## src/hw/mem_test_pkg.sv

```systemverilog
// memory tester package: widths, burst constants, axi channel structs, fsm state enums
`default_nettype none

package mem_test_pkg;

	// -------------------------------------------------------------------------
	// widths
	// -------------------------------------------------------------------------
	// byte address and one 32 bit beat
	typedef logic [31:0] adrs_t;
	typedef logic [31:0] data_t;
	// beat index inside a burst
	typedef logic [1:0]  beat_t;
	// axi len field, beats minus one
	typedef logic [7:0]  burst_len_t;
	typedef logic [1:0]  resp_t;

	// -------------------------------------------------------------------------
	// burst and memory constants
	// -------------------------------------------------------------------------
	localparam int         BURST_BEATS   = 4;
	localparam int         BURST_BYTES   = 16;
	localparam int         WORD_LSB      = 2;
	localparam beat_t      BEAT_LAST     = beat_t'(BURST_BEATS - 1);
	localparam burst_len_t BURST_LEN     = burst_len_t'(BURST_BEATS - 1);
	// 4 KB model memory
	localparam int         MEM_WORDS     = 1024;
	localparam int         MEM_ADRS_BITS = $clog2(MEM_WORDS);
	typedef logic [MEM_ADRS_BITS-1:0] mem_idx_t;
	// okay and slave error codes
	localparam resp_t      RESP_OKAY     = 2'b00;
	localparam resp_t      RESP_SLVERR   = 2'b10;

	// -------------------------------------------------------------------------
	// axi channel payloads, valid and ready travel beside them
	// -------------------------------------------------------------------------
	typedef struct packed {
		adrs_t      addr;
		burst_len_t len;
	} axi_aw_t;

	typedef struct packed {
		adrs_t      addr;
		burst_len_t len;
	} axi_ar_t;

	typedef struct packed {
		data_t data;
		logic  last;
	} axi_w_t;

	typedef struct packed {
		data_t data;
		logic  last;
		resp_t resp;
	} axi_r_t;

	typedef struct packed {
		resp_t resp;
	} axi_b_t;

	// fsm states
	typedef enum logic [1:0] {CTRL_IDLE, CTRL_WRITE, CTRL_READ, CTRL_DONE} ctrl_state_t;
	typedef enum logic [1:0] {WR_IDLE, WR_ADDR, WR_DATA, WR_RESP} wr_state_t;
	typedef enum logic [1:0] {RD_IDLE, RD_ADDR, RD_DATA} rd_state_t;

endpackage

`default_nettype wire

```

## src/hw/axi_burst_writer.sv

```systemverilog
// axi4 write burst engine: address, four pattern beats, response wait
`timescale 1ns/1ps
`default_nettype none

module axi_burst_writer
	import mem_test_pkg::*;
(
	input  wire         iCLK,
	input  wire         iRST,
	input  wire         i_start,
	input  wire adrs_t  i_base_adrs,
	input  wire data_t  i_seed,
	input  wire         i_awready,
	input  wire         i_wready,
	input  wire axi_b_t i_b,
	input  wire         i_bvalid,
	output axi_aw_t     o_aw,
	output logic        o_awvalid,
	output axi_w_t      o_w,
	output logic        o_wvalid,
	output logic        o_bready,
	output logic        o_done
);

	wr_state_t state;
	adrs_t     base_q;
	beat_t     beat;
	// byte address of the current beat
	adrs_t     beat_adrs;

	assign beat_adrs = base_q + (adrs_t'(beat) << WORD_LSB);

	// ------------------------------------------------------------------------
	// channel payloads
	// ------------------------------------------------------------------------
	// base and beat only move on handshakes so payloads hold while valid
	assign o_aw.addr = base_q;
	assign o_aw.len  = BURST_LEN;
	// pattern word is address xor seed
	assign o_w.data  = beat_adrs ^ i_seed;
	assign o_w.last  = (beat == BEAT_LAST);

	// ------------------------------------------------------------------------
	// burst fsm
	// ------------------------------------------------------------------------
	always_ff @(posedge iCLK)
	begin
		if (iRST)
		begin
			state     <= WR_IDLE;
			beat      <= '0;
			o_awvalid <= 1'b0;
			o_wvalid  <= 1'b0;
			o_bready  <= 1'b0;
			o_done    <= 1'b0;
		end
		else
		begin
			o_done <= 1'b0;
			case (state)
				WR_IDLE:
				begin
					if (i_start)
					begin
						beat      <= '0;
						o_awvalid <= 1'b1;
						state     <= WR_ADDR;
					end
				end
				WR_ADDR:
				begin
					// address accepted, data follows
					if (i_awready)
					begin
						o_awvalid <= 1'b0;
						o_wvalid  <= 1'b1;
						state     <= WR_DATA;
					end
				end
				WR_DATA:
				begin
					if (i_wready)
					begin
						if (o_w.last)
						begin
							o_wvalid <= 1'b0;
							o_bready <= 1'b1;
							state    <= WR_RESP;
						end
						else
							beat <= beat + 1'b1;
					end
				end
				WR_RESP:
				begin
					// bresp not inspected, readback catches bad writes
					if (i_bvalid)
					begin
						o_bready <= 1'b0;
						o_done   <= 1'b1;
						state    <= WR_IDLE;
					end
				end
				default:
					state <= WR_IDLE;
			endcase
		end
	end

	always_ff @(posedge iCLK)
	begin
		if (state == WR_IDLE && i_start)
			base_q <= i_base_adrs;
	end

endmodule

`default_nettype wire

```

## config.mk

```make
export PLATFORM = sky130hd
export DESIGN_NAME = axi_burst_writer
export DESIGN_NICKNAME = d
export VERILOG_FILES = /design/src/hw/mem_test_pkg.sv /design/src/hw/axi_burst_writer.sv
export SDC_FILE = /design/constraint.sdc
export NUM_CORES = 1
export LEC_CHECK = 0
export BUFFER_PORTS_ARGS = -buffer_cell sky130_fd_sc_hd__buf_4
export CORE_ASPECT_RATIO = 1.4
export CORE_MARGIN = 1.5
export CORE_UTILIZATION = 40
export DETAILED_ROUTE_END_ITERATION = 8
export PLACE_DENSITY = 0.75
export SYNTH_ARGS = -nofsm -noshare
export SYNTH_HDL_FRONTEND = slang
export SYNTH_SLANG_ARGS = --single-unit
```

## constraint.sdc

```tcl
create_clock -name iCLK -period 2.5 [get_ports iCLK]
set_input_delay 0.25 -clock iCLK [delete_from_list [all_inputs] [get_ports iCLK]]
set_output_delay 0.25 -clock iCLK [all_outputs]
set_load 0.01 [all_outputs]
```

Yosys cells after proc, flatten, opt, wreduce, memory -nomap -nowiden
Cells that the tools add are included.
{"block": "classes", "n_eq_ne": 10, "mux": 22, "n_addsub": 2, "bitwise_logic": 2, "reduce_logical": 12}
{"cell": "$add 32x4->32", "n": 1}
{"cell": "$xor 32x32->32", "n": 1}
{"cell": "$mux 2", "n": 8}
{"cell": "$ne 2x2->1 const B", "n": 6}
{"cell": "$reduce_and 4->1", "n": 3}
{"cell": "$mux 1", "n": 9}
{"cell": "$pmux 2 s4", "n": 1}
{"cell": "$reduce_bool 2->1", "n": 4}
{"cell": "$eq 2x2->1 const B", "n": 3}
{"cell": "$pmux 1 s2", "n": 3}
{"cell": "$reduce_and 5->1", "n": 1}
{"cell": "$pmux 2 s2", "n": 1}
{"cell": "$reduce_and 3->1", "n": 1}
{"cell": "$add 2x1->2 const B", "n": 1}
{"cell": "$eq 2x1->1 const B", "n": 1}
{"cell": "$logic_not 2->1", "n": 1}
{"cell": "$reduce_or 2->1", "n": 1}
{"cell": "$logic_and 1x1->1", "n": 1}
{"cell": "$not 1->1", "n": 1}
{"block": "totals", "in_bits": 72, "wordCells": 55, "out_inout_bits": 77, "register_bits": 40}

Longest topological paths before layout
{"block": "depth", "word_depth": 4, "depth_mapped": 7}

Worst setup path after synthesis
OpenSTA, ideal clock, no wires.
{"block": "synth_timing", "path_type": "flip-flop to output port", "startpoint": "register base_q[2]", "endpoint": "output port o_w[25] (netlist bit)", "slack_ns": 0.172, "required_ns": 2.250, "stages_incl_launch_ff": 8, "n_path_buf": 0, "arrival_ns": 2.078, "cell_sequence": "edfxtp_1 ha_1 inv_1 fa_1 nand4b_2 nor4_4 nand4_1 xnor2_1"}
{"item": "start: declaration", "line_no": "axi_burst_writer.sv:26", "text": "adrs_t base_q;"}
{"item": "start signal: assignment", "line_no": "axi_burst_writer.sv:113", "text": "base_q <= i_base_adrs;"}
{"item": "end: declaration", "line_no": "axi_burst_writer.sv:19", "text": "output axi_w_t o_w,"}

==> key figures <==
Layout
  – Commonest non-fill, non-tap cell in the layout: buf_4
  – Layout area overhead: 51.6%
  – Final net count: 442
  – Cell area after layout: 3650 um2
  – Layout cells sized above 1: 45.3%
  – Fin util: 62.7%
  – N_diodes: 0
  – Register area: ~1100 um2
  – Most frequent cells in the layout: 143 x buf_4, 33 x xnor2_1, 32 x edfxtp_1
  – Filler Cells Inserted: approximately 520
  – Multi-input gate area: 1230 um2

Global route
  – Pin count of the biggest net entering global routing: 24
  – Vias in the first global route: 1920
  – First-pass GRT wire length: 8670 um
  – Initial antenna violation count: 0
  – GRT overflow: 0
  – GRT Util Overall: 17.9%

Logic synthesis
  – Synthesized area: 2410 um2
  – Seq/Total Area, Yosys: 46.5%
  – Post-synth EDFFs: 32
  – Ys async rst share: 0%
  – Top_reg_cell synth: edfxtp_1
  – Yosys cell types: 37
  – Synth Register Bits: 40
  – Post-Syn Instances: 214
  – Synth warnings: 0
  – Post-Syn Area per Cell: 11.3 um2

STA
  – Slew Viols, Final: 0
  – Final Hold Viols: 0
  – Max_slew headroom: 65.9%
  – Final period utilization: between 90% and 100%
  – Slew @ Worst Pin: 0.512 ns
  – Period minus WS final: about 2.4 ns
  – Setup violators final: 0
  – Peak Freq: 416 MHz
  – RSZ-0062 raised after global routing: yes
  – Worst Skew: 0.00375 ns
  – Hold slack final: approximately 0.14 ns
  – Final WS setup: 0.0959 ns

Place
  – Port Buffer Count: 138
  – GPL Wtd Cong: ~0.75
  – DP Worst Slack: a little under 0.1 ns
  – Total placed instance area: between 3000 and 4000 um2
  – Placed wire-length estimate: 4810 um

Hold path
  – HP Class: input port to flip-flop

Clocking
  – CTS Buffer Depth: 2
  – Number of buffers created by CTS: 5
  – CTS clk-pin slew, worst paths: 0.07 ns
  – CTS tree: yes
  – Clock Tree Root: clkbuf_8
  – Sink Count: 40
  – H-tree depth: 2
  – Worst-Skew Late Latency: 0.28 ns

Critical path
  – WP data required: 2.25 ns
  – WP data arrival: around 2.2 ns
  – Critical path peak fanout: 7
  – CP Capture Type: output pin
  – Kind of critical path: flip-flop to output pin
  – CP startpoint kind: flip-flop
  – FF-to-FF setup slack: 0.66 ns

Status
  – Status: finished clean

Drt
  – Initial DRC Count: 55
  – Remaining DRCs: 0
  – Vias: 2027
  – DR vias/cell: 4.69
  – Wire per inst: 13.4 um
  – Total routed wirelength: 5790 um
  – TritonRoute pass-1 iters: 3
  – Routed Antenna Nets: 0

Power and ir drop
  – Pwr Density: 778 nW/um2
  – VDD IR max: ~510 uV
  – LEAKAGE: ~1.6 nW

Floorplan
  – Initial Utilization: between 40% and 50%
  – I/O Pins: 149
  – Die area: 6500 um2
  – Die Ht: 94.8 um
  – Core box area: approximately 5800 um2
  – Site row count: 33
  – Horiz. Die Dim: 68.6 um

Job
  – Max_cap viols: 0
-- metal layers --
layer  wire [um]  GRT usage [%]
met1        1840           17.6
met2        3430           34.2
met3         412           4.77
met4         105           6.67
met5           0              0
-- sequential cells by signal, indices dropped and copies added (netlist names) --
| name | count |
|---|---|
| state | 2 |
| o_awvalid | 1 |
| o_wvalid | 1 |
| base_q | 32 |
| o_done | 1 |
| beat | 2 |
| o_bready | 1 |
-- kinds of logic after synthesis --
kind of cell               share of synthesized area (%)
and+or+nand+nor                                     17.5
xor gates and xnor gates                            21.8
DFF                                                 46.5
buffers and inverters                               4.26
AOI/OAI and AO/OA                                   3.32
adders and majority gates                           4.99
muxes                                               1.30
other                                              0.312
-- final cells by class --
cell class / instances / share of cell area, %
Tap cell: 70 / 2.40
Multi-Input combinational cell: 162 / 33.7
Sequential cell: 40 / 30.7
Clock buffer: 7 / 2.09
Timing Repair Buffer: 145 / 30.3
Clock inverter: 1 / 0.137
Inverter: 7 / 0.720
-- cells in the mapped netlist, drive strengths merged, types with 2 or more instances --
library cell   n  area (um2)
buf           10        72.6
nand2         18        67.6
ha             8         100
nand4         12        96.3
nor2          14        52.6
xnor2         33         289
a21oi          3        15.0
and3           3        18.8
and4           3        26.3
dfxtp          8         160
edfxtp        32         961
nand3          6        30.0
xor2          27         236
and2           3        18.8
conb           2        7.51
nor4           2        27.5
mux2i          2        20.0
inv            7        26.3
nor2b          4        25.0
nor3b          2        20.0
nand2b         2        12.5
a211oi         3        22.5
-- final timing paths --
path | start | endpoint | cells after the start
hold / removal | i_base_adrs[6] | base_q[6]$_DFFE_PP_ | 1
setup / recovery | base_q[2]$_DFFE_PP_ | o_w[25] | 9
setup reg to reg | state[0]$_SDFFE_PP0P_ | beat[1]$_SDFFE_PP0P_ | 6
hold reg to reg | o_wvalid$_SDFFE_PP0P_ | o_wvalid$_SDFFE_PP0P_ | 2
-- per-stage QoR --
step	instances	total power, mW	setup TNS (ns)
2_1_floorplan	220	1.80	0
3_3_place_gp	421	2.42	0
3_5_place_dp	421	2.46	0
4_1_cts	431	2.87	0
5_1_grt	432	3.04	-0.154
6_report	432	2.84	0
-- power by group --
| group | total [mW] | internal (mW) | switching [mW] |
|---|---|---|---|
| Sequential | 1.12 | 0.933 | 0.186 |
| Clock | 0.394 | 0.195 | 0.199 |
| Combinational | 1.33 | 0.710 | 0.618 |
-- timing repair --
| action | in CTS | in global routing |
|---|---|---|
| pin swaps | 2 | 1 |
| resized for setup | 4 | 4 |
| endpoints found under the setup margin | 9 | 8 |
| hold buffers | 0 | 0 |
| setup buffers | 2 | 1 |
-- critical path, stage by stage (launching register included) --
cell      delay, ns
edfxtp_1       0.35
ha_2           0.19
inv_2          0.04
fa_2           0.33
nand4b_4       0.20
nor4_4         0.16
buf_6          0.16
nand4_1        0.11
xnor2_1        0.18
buf_4          0.14
Note: power is estimated with default switching activity, not from simulation.
