===== config.mk =====
export PLATFORM = sky130hd
export DESIGN_NAME = mem_test_ctrl
export DESIGN_NICKNAME = d
export VERILOG_FILES = /design/src/hw/mem_test_pkg.sv /design/src/hw/mem_test_ctrl.sv
export SDC_FILE = /design/constraint.sdc
export NUM_CORES = 1
export LEC_CHECK = 0
export ABC_CLOCK_PERIOD_IN_PS = 4500
export BUFFER_PORTS_ARGS = -buffer_cell sky130_fd_sc_hd__buf_2
export CAP_MARGIN = 25
export CORE_AREA = 2 2 128 130
export DETAILED_ROUTE_END_ITERATION = 16
export DIE_AREA = 0 0 130 132
export GPL_TIMING_DRIVEN = 0
export PLACE_DENSITY = 0.7
export REMOVE_ABC_BUFFERS = 1
export SETUP_SLACK_MARGIN = 0.2
export SLEW_MARGIN = 40
export SYNTH_ARGS = -nofsm -noshare
export SYNTH_HDL_FRONTEND = slang
export SYNTH_SLANG_ARGS = --single-unit

===== constraint.sdc =====
create_clock -name iCLK -period 4.5 [get_ports iCLK]
set_clock_uncertainty 0.2 [all_clocks]
set_input_delay 1.125 -clock iCLK [delete_from_list [all_inputs] [get_ports iCLK]]
set_output_delay 1.125 -clock iCLK [all_outputs]
set_load 0.005 [all_outputs]

===== src/hw/mem_test_pkg.sv =====
// memory tester package: widths, burst constants, axi channel structs, fsm state enums
`default_nettype none

package mem_test_pkg;

	// -------------------------------------------------------------------------
	// widths
	// -------------------------------------------------------------------------
	// byte address and one 32 bit beat
	typedef logic [31:0] adrs_t;
	typedef logic [31:0] data_t;
	// beat index inside a burst
	typedef logic [1:0]  beat_t;
	// axi len field, beats minus one
	typedef logic [7:0]  burst_len_t;
	typedef logic [1:0]  resp_t;

	// -------------------------------------------------------------------------
	// burst and memory constants
	// -------------------------------------------------------------------------
	localparam int         BURST_BEATS   = 4;
	localparam int         BURST_BYTES   = 16;
	localparam int         WORD_LSB      = 2;
	localparam beat_t      BEAT_LAST     = beat_t'(BURST_BEATS - 1);
	localparam burst_len_t BURST_LEN     = burst_len_t'(BURST_BEATS - 1);
	// 4 KB model memory
	localparam int         MEM_WORDS     = 1024;
	localparam int         MEM_ADRS_BITS = $clog2(MEM_WORDS);
	typedef logic [MEM_ADRS_BITS-1:0] mem_idx_t;
	// okay and slave error codes
	localparam resp_t      RESP_OKAY     = 2'b00;
	localparam resp_t      RESP_SLVERR   = 2'b10;

	// -------------------------------------------------------------------------
	// axi channel payloads, valid and ready travel beside them
	// -------------------------------------------------------------------------
	typedef struct packed {
		adrs_t      addr;
		burst_len_t len;
	} axi_aw_t;

	typedef struct packed {
		adrs_t      addr;
		burst_len_t len;
	} axi_ar_t;

	typedef struct packed {
		data_t data;
		logic  last;
	} axi_w_t;

	typedef struct packed {
		data_t data;
		logic  last;
		resp_t resp;
	} axi_r_t;

	typedef struct packed {
		resp_t resp;
	} axi_b_t;

	// fsm states
	typedef enum logic [1:0] {CTRL_IDLE, CTRL_WRITE, CTRL_READ, CTRL_DONE} ctrl_state_t;
	typedef enum logic [1:0] {WR_IDLE, WR_ADDR, WR_DATA, WR_RESP} wr_state_t;
	typedef enum logic [1:0] {RD_IDLE, RD_ADDR, RD_DATA} rd_state_t;

endpackage

`default_nettype wire


===== src/hw/mem_test_ctrl.sv =====
// test sequencer: address range walk over write and read phases, status flags
`timescale 1ns/1ps
`default_nettype none

module mem_test_ctrl
	import mem_test_pkg::*;
(
	input  wire        iCLK,
	input  wire        iRST,
	input  wire        i_cfg_done,
	input  wire        i_start,
	input  wire adrs_t i_start_adrs,
	input  wire adrs_t i_stop_adrs,
	input  wire        i_wr_done,
	input  wire        i_rd_done,
	input  wire        i_rd_fail,
	input  wire adrs_t i_rd_fail_adrs,
	output logic       o_wr_start,
	output logic       o_rd_start,
	output adrs_t      o_burst_adrs,
	output logic       o_test_run,
	output logic       o_test_done,
	output logic       o_test_fail,
	output adrs_t      o_fail_adrs
);

	ctrl_state_t state;
	// range captured at start
	adrs_t       start_q;
	adrs_t       stop_q;
	adrs_t       next_adrs;
	logic        last_burst;
	logic        start_ok;

	// start only when calibrated and idle
	assign start_ok   = i_start && i_cfg_done && !o_test_run;
	assign next_adrs  = o_burst_adrs + adrs_t'(BURST_BYTES);
	// stop address is exclusive
	assign last_burst = (next_adrs >= stop_q);

	always_ff @(posedge iCLK)
	begin
		if (iRST)
		begin
			state       <= CTRL_IDLE;
			o_wr_start  <= 1'b0;
			o_rd_start  <= 1'b0;
			o_test_run  <= 1'b0;
			o_test_done <= 1'b0;
			o_test_fail <= 1'b0;
		end
		else
		begin
			// start strobes are single cycle
			o_wr_start <= 1'b0;
			o_rd_start <= 1'b0;
			case (state)
				CTRL_IDLE, CTRL_DONE:
				begin
					if (start_ok)
					begin
						state       <= CTRL_WRITE;
						o_wr_start  <= 1'b1;
						o_test_run  <= 1'b1;
						o_test_done <= 1'b0;
						o_test_fail <= 1'b0;
					end
				end
				CTRL_WRITE:
				begin
					if (i_wr_done)
					begin
						// end of range, turn around to read phase
						if (last_burst)
						begin
							state      <= CTRL_READ;
							o_rd_start <= 1'b1;
						end
						else
							o_wr_start <= 1'b1;
					end
				end
				CTRL_READ:
				begin
					if (i_rd_done)
					begin
						// first bad word ends the test
						if (i_rd_fail || last_burst)
						begin
							state       <= CTRL_DONE;
							o_test_run  <= 1'b0;
							o_test_done <= 1'b1;
							o_test_fail <= i_rd_fail;
						end
						else
							o_rd_start <= 1'b1;
					end
				end
				default:
					state <= CTRL_IDLE;
			endcase
		end
	end

	// burst base and fail address
	always_ff @(posedge iCLK)
	begin
		if (start_ok)
		begin
			start_q      <= i_start_adrs;
			stop_q       <= i_stop_adrs;
			o_burst_adrs <= i_start_adrs;
		end
		else if (state == CTRL_WRITE && i_wr_done)
			o_burst_adrs <= last_burst ? start_q : next_adrs;
		else if (state == CTRL_READ && i_rd_done && !last_burst)
			o_burst_adrs <= next_adrs;
		if (state == CTRL_READ && i_rd_done && i_rd_fail)
			o_fail_adrs <= i_rd_fail_adrs;
	end

endmodule

`default_nettype wire


After elaboration in Yosys (flattened, before gate mapping) --
Index checks and enable logic that the tools add are counted.
Operators by class: add/sub/neg operators 1, order comparisons 1, equality and inequality tests 8, mux-type cells 30, reduce and logical (&&, ||, !) cells 15
Operator list (count):
- 2-to-1 mux 32 bit | 4
- adder 32 x 5 -> 32 bit, second input constant | 1
- >= comparator 32 bit | 1
- 2-to-1 mux 1 bit | 15
- 2-to-1 mux 2 bit | 5
- != test 2 bit, second input constant | 5
- one-hot mux 1 bit (2 select lines) | 5
- logical AND 1 bit | 6
- one-hot mux 2 bit (3 select lines) | 1
- AND reduction 5 bit | 1
- == test 2 bit, second input constant | 2
- AND reduction 4 bit | 1
- nonzero test 3 bit | 1
- == test 2 x 1 -> 1 bit, second input constant | 1
- logical NOT 1 bit | 2
- logical NOT 2 bit | 1
- nonzero test 2 bit | 1
- OR reduction 2 bit | 1
- logical OR 1 bit | 1
Word-level totals: register bits 135, input port bits 103, output and inout port bits 69

Depth between registers and ports, before layout --
Gate-level depths: netlist of the first run.
depth after elaboration 7, gate-level depth with buffers 16

Worst setup path before layout of the first run --
OpenSTA, ideal clock, no wires.
kind register to register, start point register o_burst_adrs[4], end point register o_burst_adrs[10] (enable), arrival 3439 ps, required time 3775 ps, slack 336 ps, cell stages (with the launch flop) 15, buffers on the path 0, path through edfxtp_1 > ha_1 > nand2_1 > or3_1 > nor3_2 > nand3_1 > xnor2_1 > ha_1 > nand4_1 > nor3_1 > o21ai_0 > a31oi_1 > nor2_1 > nand3_1 > nand3_1
Between the ends: word-level cells in the longest chain between the ends 5
RTL lines:
- start, declared | line mem_test_ctrl.sv:20 | output adrs_t o_burst_adrs,
- start signal, assigned | line mem_test_ctrl.sv:112 | o_burst_adrs <= i_start_adrs;
- start signal, assigned | line mem_test_ctrl.sv:115 | o_burst_adrs <= last_burst ? start_q : next_adrs;
- start signal, assigned | line mem_test_ctrl.sv:117 | o_burst_adrs <= next_adrs;
- adder 32 x 5 -> 32 bit | line mem_test_ctrl.sv:37 | assign next_adrs = o_burst_adrs + adrs_t'(BURST_BYTES);
- >= comparator 32 bit | line mem_test_ctrl.sv:39 | assign last_burst = (next_adrs >= stop_q);
- logical NOT 1 bit | line mem_test_ctrl.sv:116 | else if (state == CTRL_READ && i_rd_done && !last_burst)
- logical AND 1 bit | line mem_test_ctrl.sv:116
- nonzero test 3 bit (no source line)
Every way passes these cells. A chain may end at the register's enable or synchronous reset.

Worst setup path after layout of the first run --
start point register o_burst_adrs[4], end point register o_burst_adrs[21], data pin
Between the ends: word-level cells in the longest chain between the ends 5
RTL lines:
- adder 32 x 5 -> 32 bit (*) | line mem_test_ctrl.sv:37
- >= comparator 32 bit | line mem_test_ctrl.sv:39
- 2-to-1 mux 32 bit | line mem_test_ctrl.sv:115
- 2-to-1 mux 32 bit (*) | line mem_test_ctrl.sv:114 | else if (state == CTRL_WRITE && i_wr_done)
- 2-to-1 mux 32 bit (*) | line mem_test_ctrl.sv:108 | if (start_ok)
Every way passes the cells marked *; elsewhere a longest branch is shown, timed or not. The select of a mux whose other input is x is not followed.

==> results.json, run 1 <==
{
  "switchingPower_w": 0.00137,
  "seq_area_frac_synth": 0.643,
  "internal_power_w": 0.00315,
  "initial_core_util": 0.394,
  "setup_ws_ns": 0.384,
  "insertion_delay_ns": 0.42,
  "grt_start_max_net_pins": 65,
  "synth_area_leaders": "edfxtp_1, ha_1, mux2i_1, a21oi_1, xnor2_1",
  "max_stage_delay_ns": 0.47,
  "io_buffers": 171,
  "crit_chain": "ha_4 > nand2_4 > or3_4 > nor3_4 > nand3_2 > xnor2_2 > ha_1 > nand4_1 > nor2_2 > a221oi_2 > o21ai_2 > o21bai_4 > clkbuf_16 > mux2i_4 > a21oi_2",
  "path_max_fanout": 7,
  "htree_levels": 4,
  "synth-warning-count": 0,
  "synth-main-ff-cell": "edfxtp_1",
  "synth_edf_count": 128,
  "place_hpwl_mm": 10.4,
  "slew_headroom": 0.441,
  "vias_per_cell": 4.91,
  "synth.top_cell.area_share": 0.621,
  "grt_pass1_vias": 4695,
  "grt_pass1_wl_mm": 23.3,
  "setup_viol": 0,
  "synth.avg_cell_area_um2": 13.1,
  "arrival_ns": 4.06,
  "hold_viol": 0,
  "yosysMostFrequentCell": "edfxtp_1",
  "wl_per_cell_um": 16.9,
  "maxCapViolations": 0,
  "power_frac_comb": 0.285,
  "drc": 0,
  "dr.pass1.iters": 4,
  "dp.cells": 848,
  "grt_usage": 0.180,
  "synthCells": 471,
  "crit_slowest_cell": "edfxtp_1",
  "setup_tns_ns": 0,
  "fmax_mhz": 243,
  "grt_antenna_before_repair": 0,
  "whs_ns": 0.311,
  "cts_buffers": 17,
  "pin_count": 172,
  "die_w_um": 130,
  "antennaDiodeCount": 0,
  "fin_crit_ns": 4.12,
  "tightest_slew_ns": 0.839,
  "synth_common_cells": "edfxtp_1, nor2_1, a21oi_1, inv_1, ha_1",
  "reg2reg_slack_ns": 0.38,
  "leakagePower_nw": 3.65,
  "outcome": "finished, final reports clean",
  "cts_tree": "built",
  "vias": 4434,
  "root_buffer": "clkbuf_16",
  "power_per_cell_area_mw_per_mm2": 543,
  "clock_power_share": 0.320,
  "layout-drive-gt1-share": 0.376,
  "synth.distinct_cells": 46,
  "hold_class": "reg2reg",
  "cts.sinks": 135,
  "finish.utilization": 0.530,
  "drt-initial-drc-count": 280,
  "ys_seq_elements": 135,
  "yosysTopAreaCell": "edfxtp_1",
  "placementRows": 46,
  "die_y_um": 132,
  "crit_type": "reg2reg",
  "ir_drop_v": 0.000374,
  "gp_congestion": 0.829,
  "grt-ovfl-total": 0,
  "area.growth.synth_to_final_pct": 34.5,
  "fin_cells": 903,
  "endpoint_kind": "flop",
  "critPathLaunchType": "flop",
  "postRouteAntennaNets": 0,
  "drv_slew": 0,
  "post-place-ws_ns": -0.648,
  "clockBufferDepth": 2,
  "nets": 816,
  "finalCritPeriodShare": 0.915,
  "syn-cell-area_mm2": 0.00619,
  "path_clk_slew_ns": 0.06,
  "core_area_mm2": 0.0157,
  "required_ns": 4.44,
  "postSynth.asyncResetShare": 0,
  "dieArea_mm2": 0.0172,
  "rsz0062_at_grt": "true",
  "routed_wl_mm": 15.2,
  "p_seq_frac": 0.394,
  "p_sw_frac": 0.303
}
critical path, delay by kind of cell (launching register included):
kind | cells | cell delay (ns)
and+or+nand+nor | 6 | 1.16
AOI/OAI and AO/OA | 4 | 0.86
adders and majority gates | 2 | 0.52
DFF | 1 | 0.47
buffers and inverters | 1 | 0.24
muxes | 1 | 0.23
xor gates and xnor gates | 1 | 0.16
layer usage:
layer | up-vias | share of wire | GRT usage
li1 | 2143 | - | -
met1 | 2095 | 0.40 | 0.197
met2 | 178 | 0.50 | 0.305
met3 | 18 | 0.085 | 0.0795
met4 | 0 | 0.015 | 0.0687
met5 | - | 0 | 0
registers in the layout, indices dropped and copies added (netlist names):
name / count
o_rd_start: 1
o_test_run: 1
o_test_fail: 1
stop_q: 32
state: 2
o_burst_adrs: 32
o_test_done: 1
o_wr_start: 1
start_q: 32
o_fail_adrs: 32
stage by stage:
| step | cell area, um^2 | power [W] |
|---|---|---|
| 2_1_floorplan | 6090 | 0.00248 |
| 5_1_grt | 8330 | 0.00477 |
| 4_1_cts | 8100 | 0.00446 |
| 3_3_place_gp | 7220 | 0.00284 |
| 3_5_place_dp | 7320 | 0.00289 |
| 6_report | 8330 | 0.00452 |
layout by cell type, fill, tap and decap left out, types with 3 or more instances in the layout:
cell type  instances
nand3_1            9
nor3_4             4
nor3_1             6
ha_1              35
a211oi_1           3
a21oi_1           38
dfxtp_1            7
o21ai_0            8
inv_1             38
xnor2_2            3
bufinv_16          4
buf_12             4
clkbuf_16         18
and3_1             5
mux2i_1           26
clkinv_4           5
nor2_1            39
nand4_1           11
nand3_4            3
buf_2            171
nand2_1           32
edfxtp_1         128
xnor2_1           15
xor2_1             8
buf_4             20
path summary, 6_finish.rpt:
path | startpoint | endpoint | depth (start not counted)
setup / recovery | o_burst_adrs[4] | o_burst_adrs[21] | 15
hold reg to reg | o_test_done | o_test_done | 2
hold / removal | o_test_done | o_test_done | 2
setup reg to reg | o_burst_adrs[4] | o_burst_adrs[21] | 15
cell type report:
type	instances	area (um^2)
Clock buffer	17	425
Tap cell	216	270
Sequential cell	135	3980
Clock inverter	12	180
Multi-Input combinational cell	285	2170
Timing Repair Buffer	199	1150
Fill cell	1356	7380
Inverter	39	151
power by group through the flow:
| stage | Clock (W) | Sequential, W | Combinational (W) |
|---|---|---|---|
| floorplan | 0 | 0.00179 | 0.000681 |
| global placement | 0 | 0.00181 | 0.00103 |
| detailed placement | 0 | 0.00181 | 0.00109 |
| CTS | 0.00148 | 0.00178 | 0.00120 |
| global route | 0.00153 | 0.00181 | 0.00144 |
| finish | 0.00145 | 0.00178 | 0.00129 |
cells by family after synthesis:
kind of cell / synth area share
AND/OR/NAND/NOR: 0.0920
buffers and inverters: 0.0392
multiplexers: 0.0455
AO/OA/AOI/OAI: 0.0703
adder cells (fa/ha/maj): 0.0728
XOR/XNOR: 0.0368
flip-flops: 0.643
what timing repair did:
item,CTS,global route
hold buffers,0,0
buffers inserted,11,13
gates resized for setup,11,23
cloned,1,1
setup endpoints to repair,70,66
pin swaps,6,17
Power figures use the tool's default switching activity.
==> run 2: changes to the inputs <==
RECOVER_POWER = 25   (was not set)
==> run 2 against run 1 <==
Global-route usage did not move. Core utilization fell by 0.088 points. Combinational power about the same. Sequential power about the same. Final area decreased by 0.17%. Power about the same. Setup slack improved by 0.0061 ns. Register-to-register slack barely moved. Clock power is essentially flat. Cell count is the same. Highest routed layer unchanged.
==> results.json, run 2 (synthesis results as in run 1) <==
{
  "antennaDiodeCount": 0,
  "vias_per_cell": 4.91,
  "fin_area_mm2": 0.00832,
  "gp_congestion": 0.829,
  "fin_crit_ns": 4.11,
  "placementRows": 46,
  "internal_power_w": 0.00315,
  "power_per_cell_area_mw_per_mm2": 544,
  "hold_viol": 0,
  "clock_power_share": 0.321,
  "reg2reg_slack_ns": 0.39,
  "area.growth.synth_to_final_pct": 34.3,
  "layout-drive-gt1-share": 0.360,
  "crit_chain": "ha_4 > nand2_4 > or3_4 > nor3_4 > nand3_2 > xnor2_2 > ha_1 > nand4_1 > nor2_2 > a221oi_2 > o21ai_2 > o21bai_4 > clkbuf_16 > mux2i_4 > a21oi_2",
  "vias": 4433,
  "rsz0062_at_grt": "true",
  "maxCapViolations": 0,
  "outcome": "finished, final reports clean",
  "max_stage_delay_ns": 0.46,
  "crit_buf_inv": 1,
  "dieArea_mm2": 0.0172,
  "core_area_mm2": 0.0157,
  "leakagePower_nw": 3.62,
  "p_seq_frac": 0.394,
  "post-place-ws_ns": -0.648,
  "wl_per_cell_um": 16.9,
  "path_clk_slew_ns": 0.06,
  "pin_count": 172,
  "die_y_um": 132,
  "crit_slowest_cell": "edfxtp_1",
  "grt_pass1_wl_mm": 23.3,
  "crit_family": "simple AND/OR/NAND/NOR gates",
  "postRouteAntennaNets": 0,
  "cts.sinks": 135,
  "routed_wl_mm": 15.2,
  "path_max_fanout": 7,
  "die_w_um": 130,
  "grt_usage": 0.180,
  "slew_headroom": 0.439,
  "grt_antenna_before_repair": 0,
  "crit_type": "reg2reg",
  "drt-initial-drc-count": 281,
  "power_frac_comb": 0.285,
  "dr.pass1.iters": 4,
  "endpoint_kind": "flop",
  "hold_class": "reg2reg",
  "io_buffers": 171,
  "setup_tns_ns": 0,
  "ir_drop_v": 0.000374,
  "initial_core_util": 0.394,
  "p_sw_frac": 0.303,
  "arrival_ns": 4.05,
  "place_hpwl_mm": 10.4,
  "critPathLaunchType": "flop",
  "insertion_delay_ns": 0.42,
  "cts_buffers": 17,
  "root_buffer": "clkbuf_16",
  "clockBufferDepth": 2,
  "required_ns": 4.44,
  "setup_ws_ns": 0.390,
  "drv_slew": 0,
  "switchingPower_w": 0.00137,
  "tightest_slew_ns": 0.841,
  "grt_pass1_vias": 4695,
  "place_area_mm2": 0.00732,
  "grt-ovfl-total": 0,
  "grt_start_max_net_pins": 65,
  "htree_levels": 4,
  "final_common_cell": "buf_2",
  "setup_viol": 0,
  "cts_tree": "built",
  "final_cell_mix": "buf_2, edfxtp_1, nor2_1, inv_1, a21oi_1",
  "drc": 0,
  "nets": 816,
  "fmax_mhz": 243,
  "finalCritPeriodShare": 0.913
}
[run 2: cell count changes in the layout (fill, tap and decap cells not counted), sizes merged]
cell / before / now
buf: 198 / 187
clkbuf: 18 / 29
[run 2: area by class of cell]
class,count,area [um^2]
fillers,1361,7400
clock inverters,12,180
flip-flops and latches,135,3980
multi-input cells,285,2170
clock buffers,17,425
inverters,39,151
well taps,216,270
repair buffers,199,1130
[run 2: power by group through the flow]
stage	registers (W)	clock network, W	logic (W)
after floorplan	0.00179	0	0.000681
after global placement	0.00181	0	0.00103
after detailed placement	0.00181	0	0.00109
after CTS	0.00178	0.00148	0.00120
after global routing	0.00181	0.00153	0.00144
final	0.00178	0.00145	0.00129
[run 2: metal layers]
layer	vias up	global-route usage	wire length [um]
met5	-	0	0
met1	2098	0.197	6060
met3	18	0.0795	1320
met2	173	0.305	7610
met4	0	0.0687	225
li1	2144	-	-
[run 2: worst reg2reg max path, cell delays in order, from the launching register on]
cell and delay [ns]:
edfxtp_1 0.46, ha_4 0.19, nand2_4 0.06, or3_4 0.40, nor3_4 0.28, nand3_2 0.13
xnor2_2 0.16, ha_1 0.33, nand4_1 0.23, nor2_2 0.06, a221oi_2 0.29, o21ai_2 0.17
o21bai_4 0.33, clkbuf_16 0.25, mux2i_4 0.24, a21oi_2 0.07
[run 2: metrics by stage]
stage	power (W)	hold slack, ns	utilization	cells
after floorplan	0.00248	0.254	-	458
after global placement	0.00284	0.255	0.460	845
after global routing	0.00477	0.334	0.529	903
final	0.00452	0.309	0.529	903
after CTS	0.00446	0.311	0.516	889
after detailed placement	0.00289	0.302	0.466	848
[run 2: timing repair]
| item | in CTS | in global routing |
|---|---|---|
| hold buffers | 0 | 0 |
| buffers inserted | 11 | 13 |
| gates resized for setup | 11 | 23 |
| cloned | 1 | 1 |
| pin swaps | 6 | 17 |
| setup endpoints to repair | 70 | 66 |
[run 2: worst paths after layout]
| check | startpoint | end | depth (start not counted) |
|---|---|---|---|
| min | o_test_done | o_test_done | 2 |
| max reg2reg | o_burst_adrs[5] | o_burst_adrs[21] | 15 |
| min reg2reg | o_test_done | o_test_done | 2 |
| max | o_burst_adrs[5] | o_burst_adrs[21] | 15 |
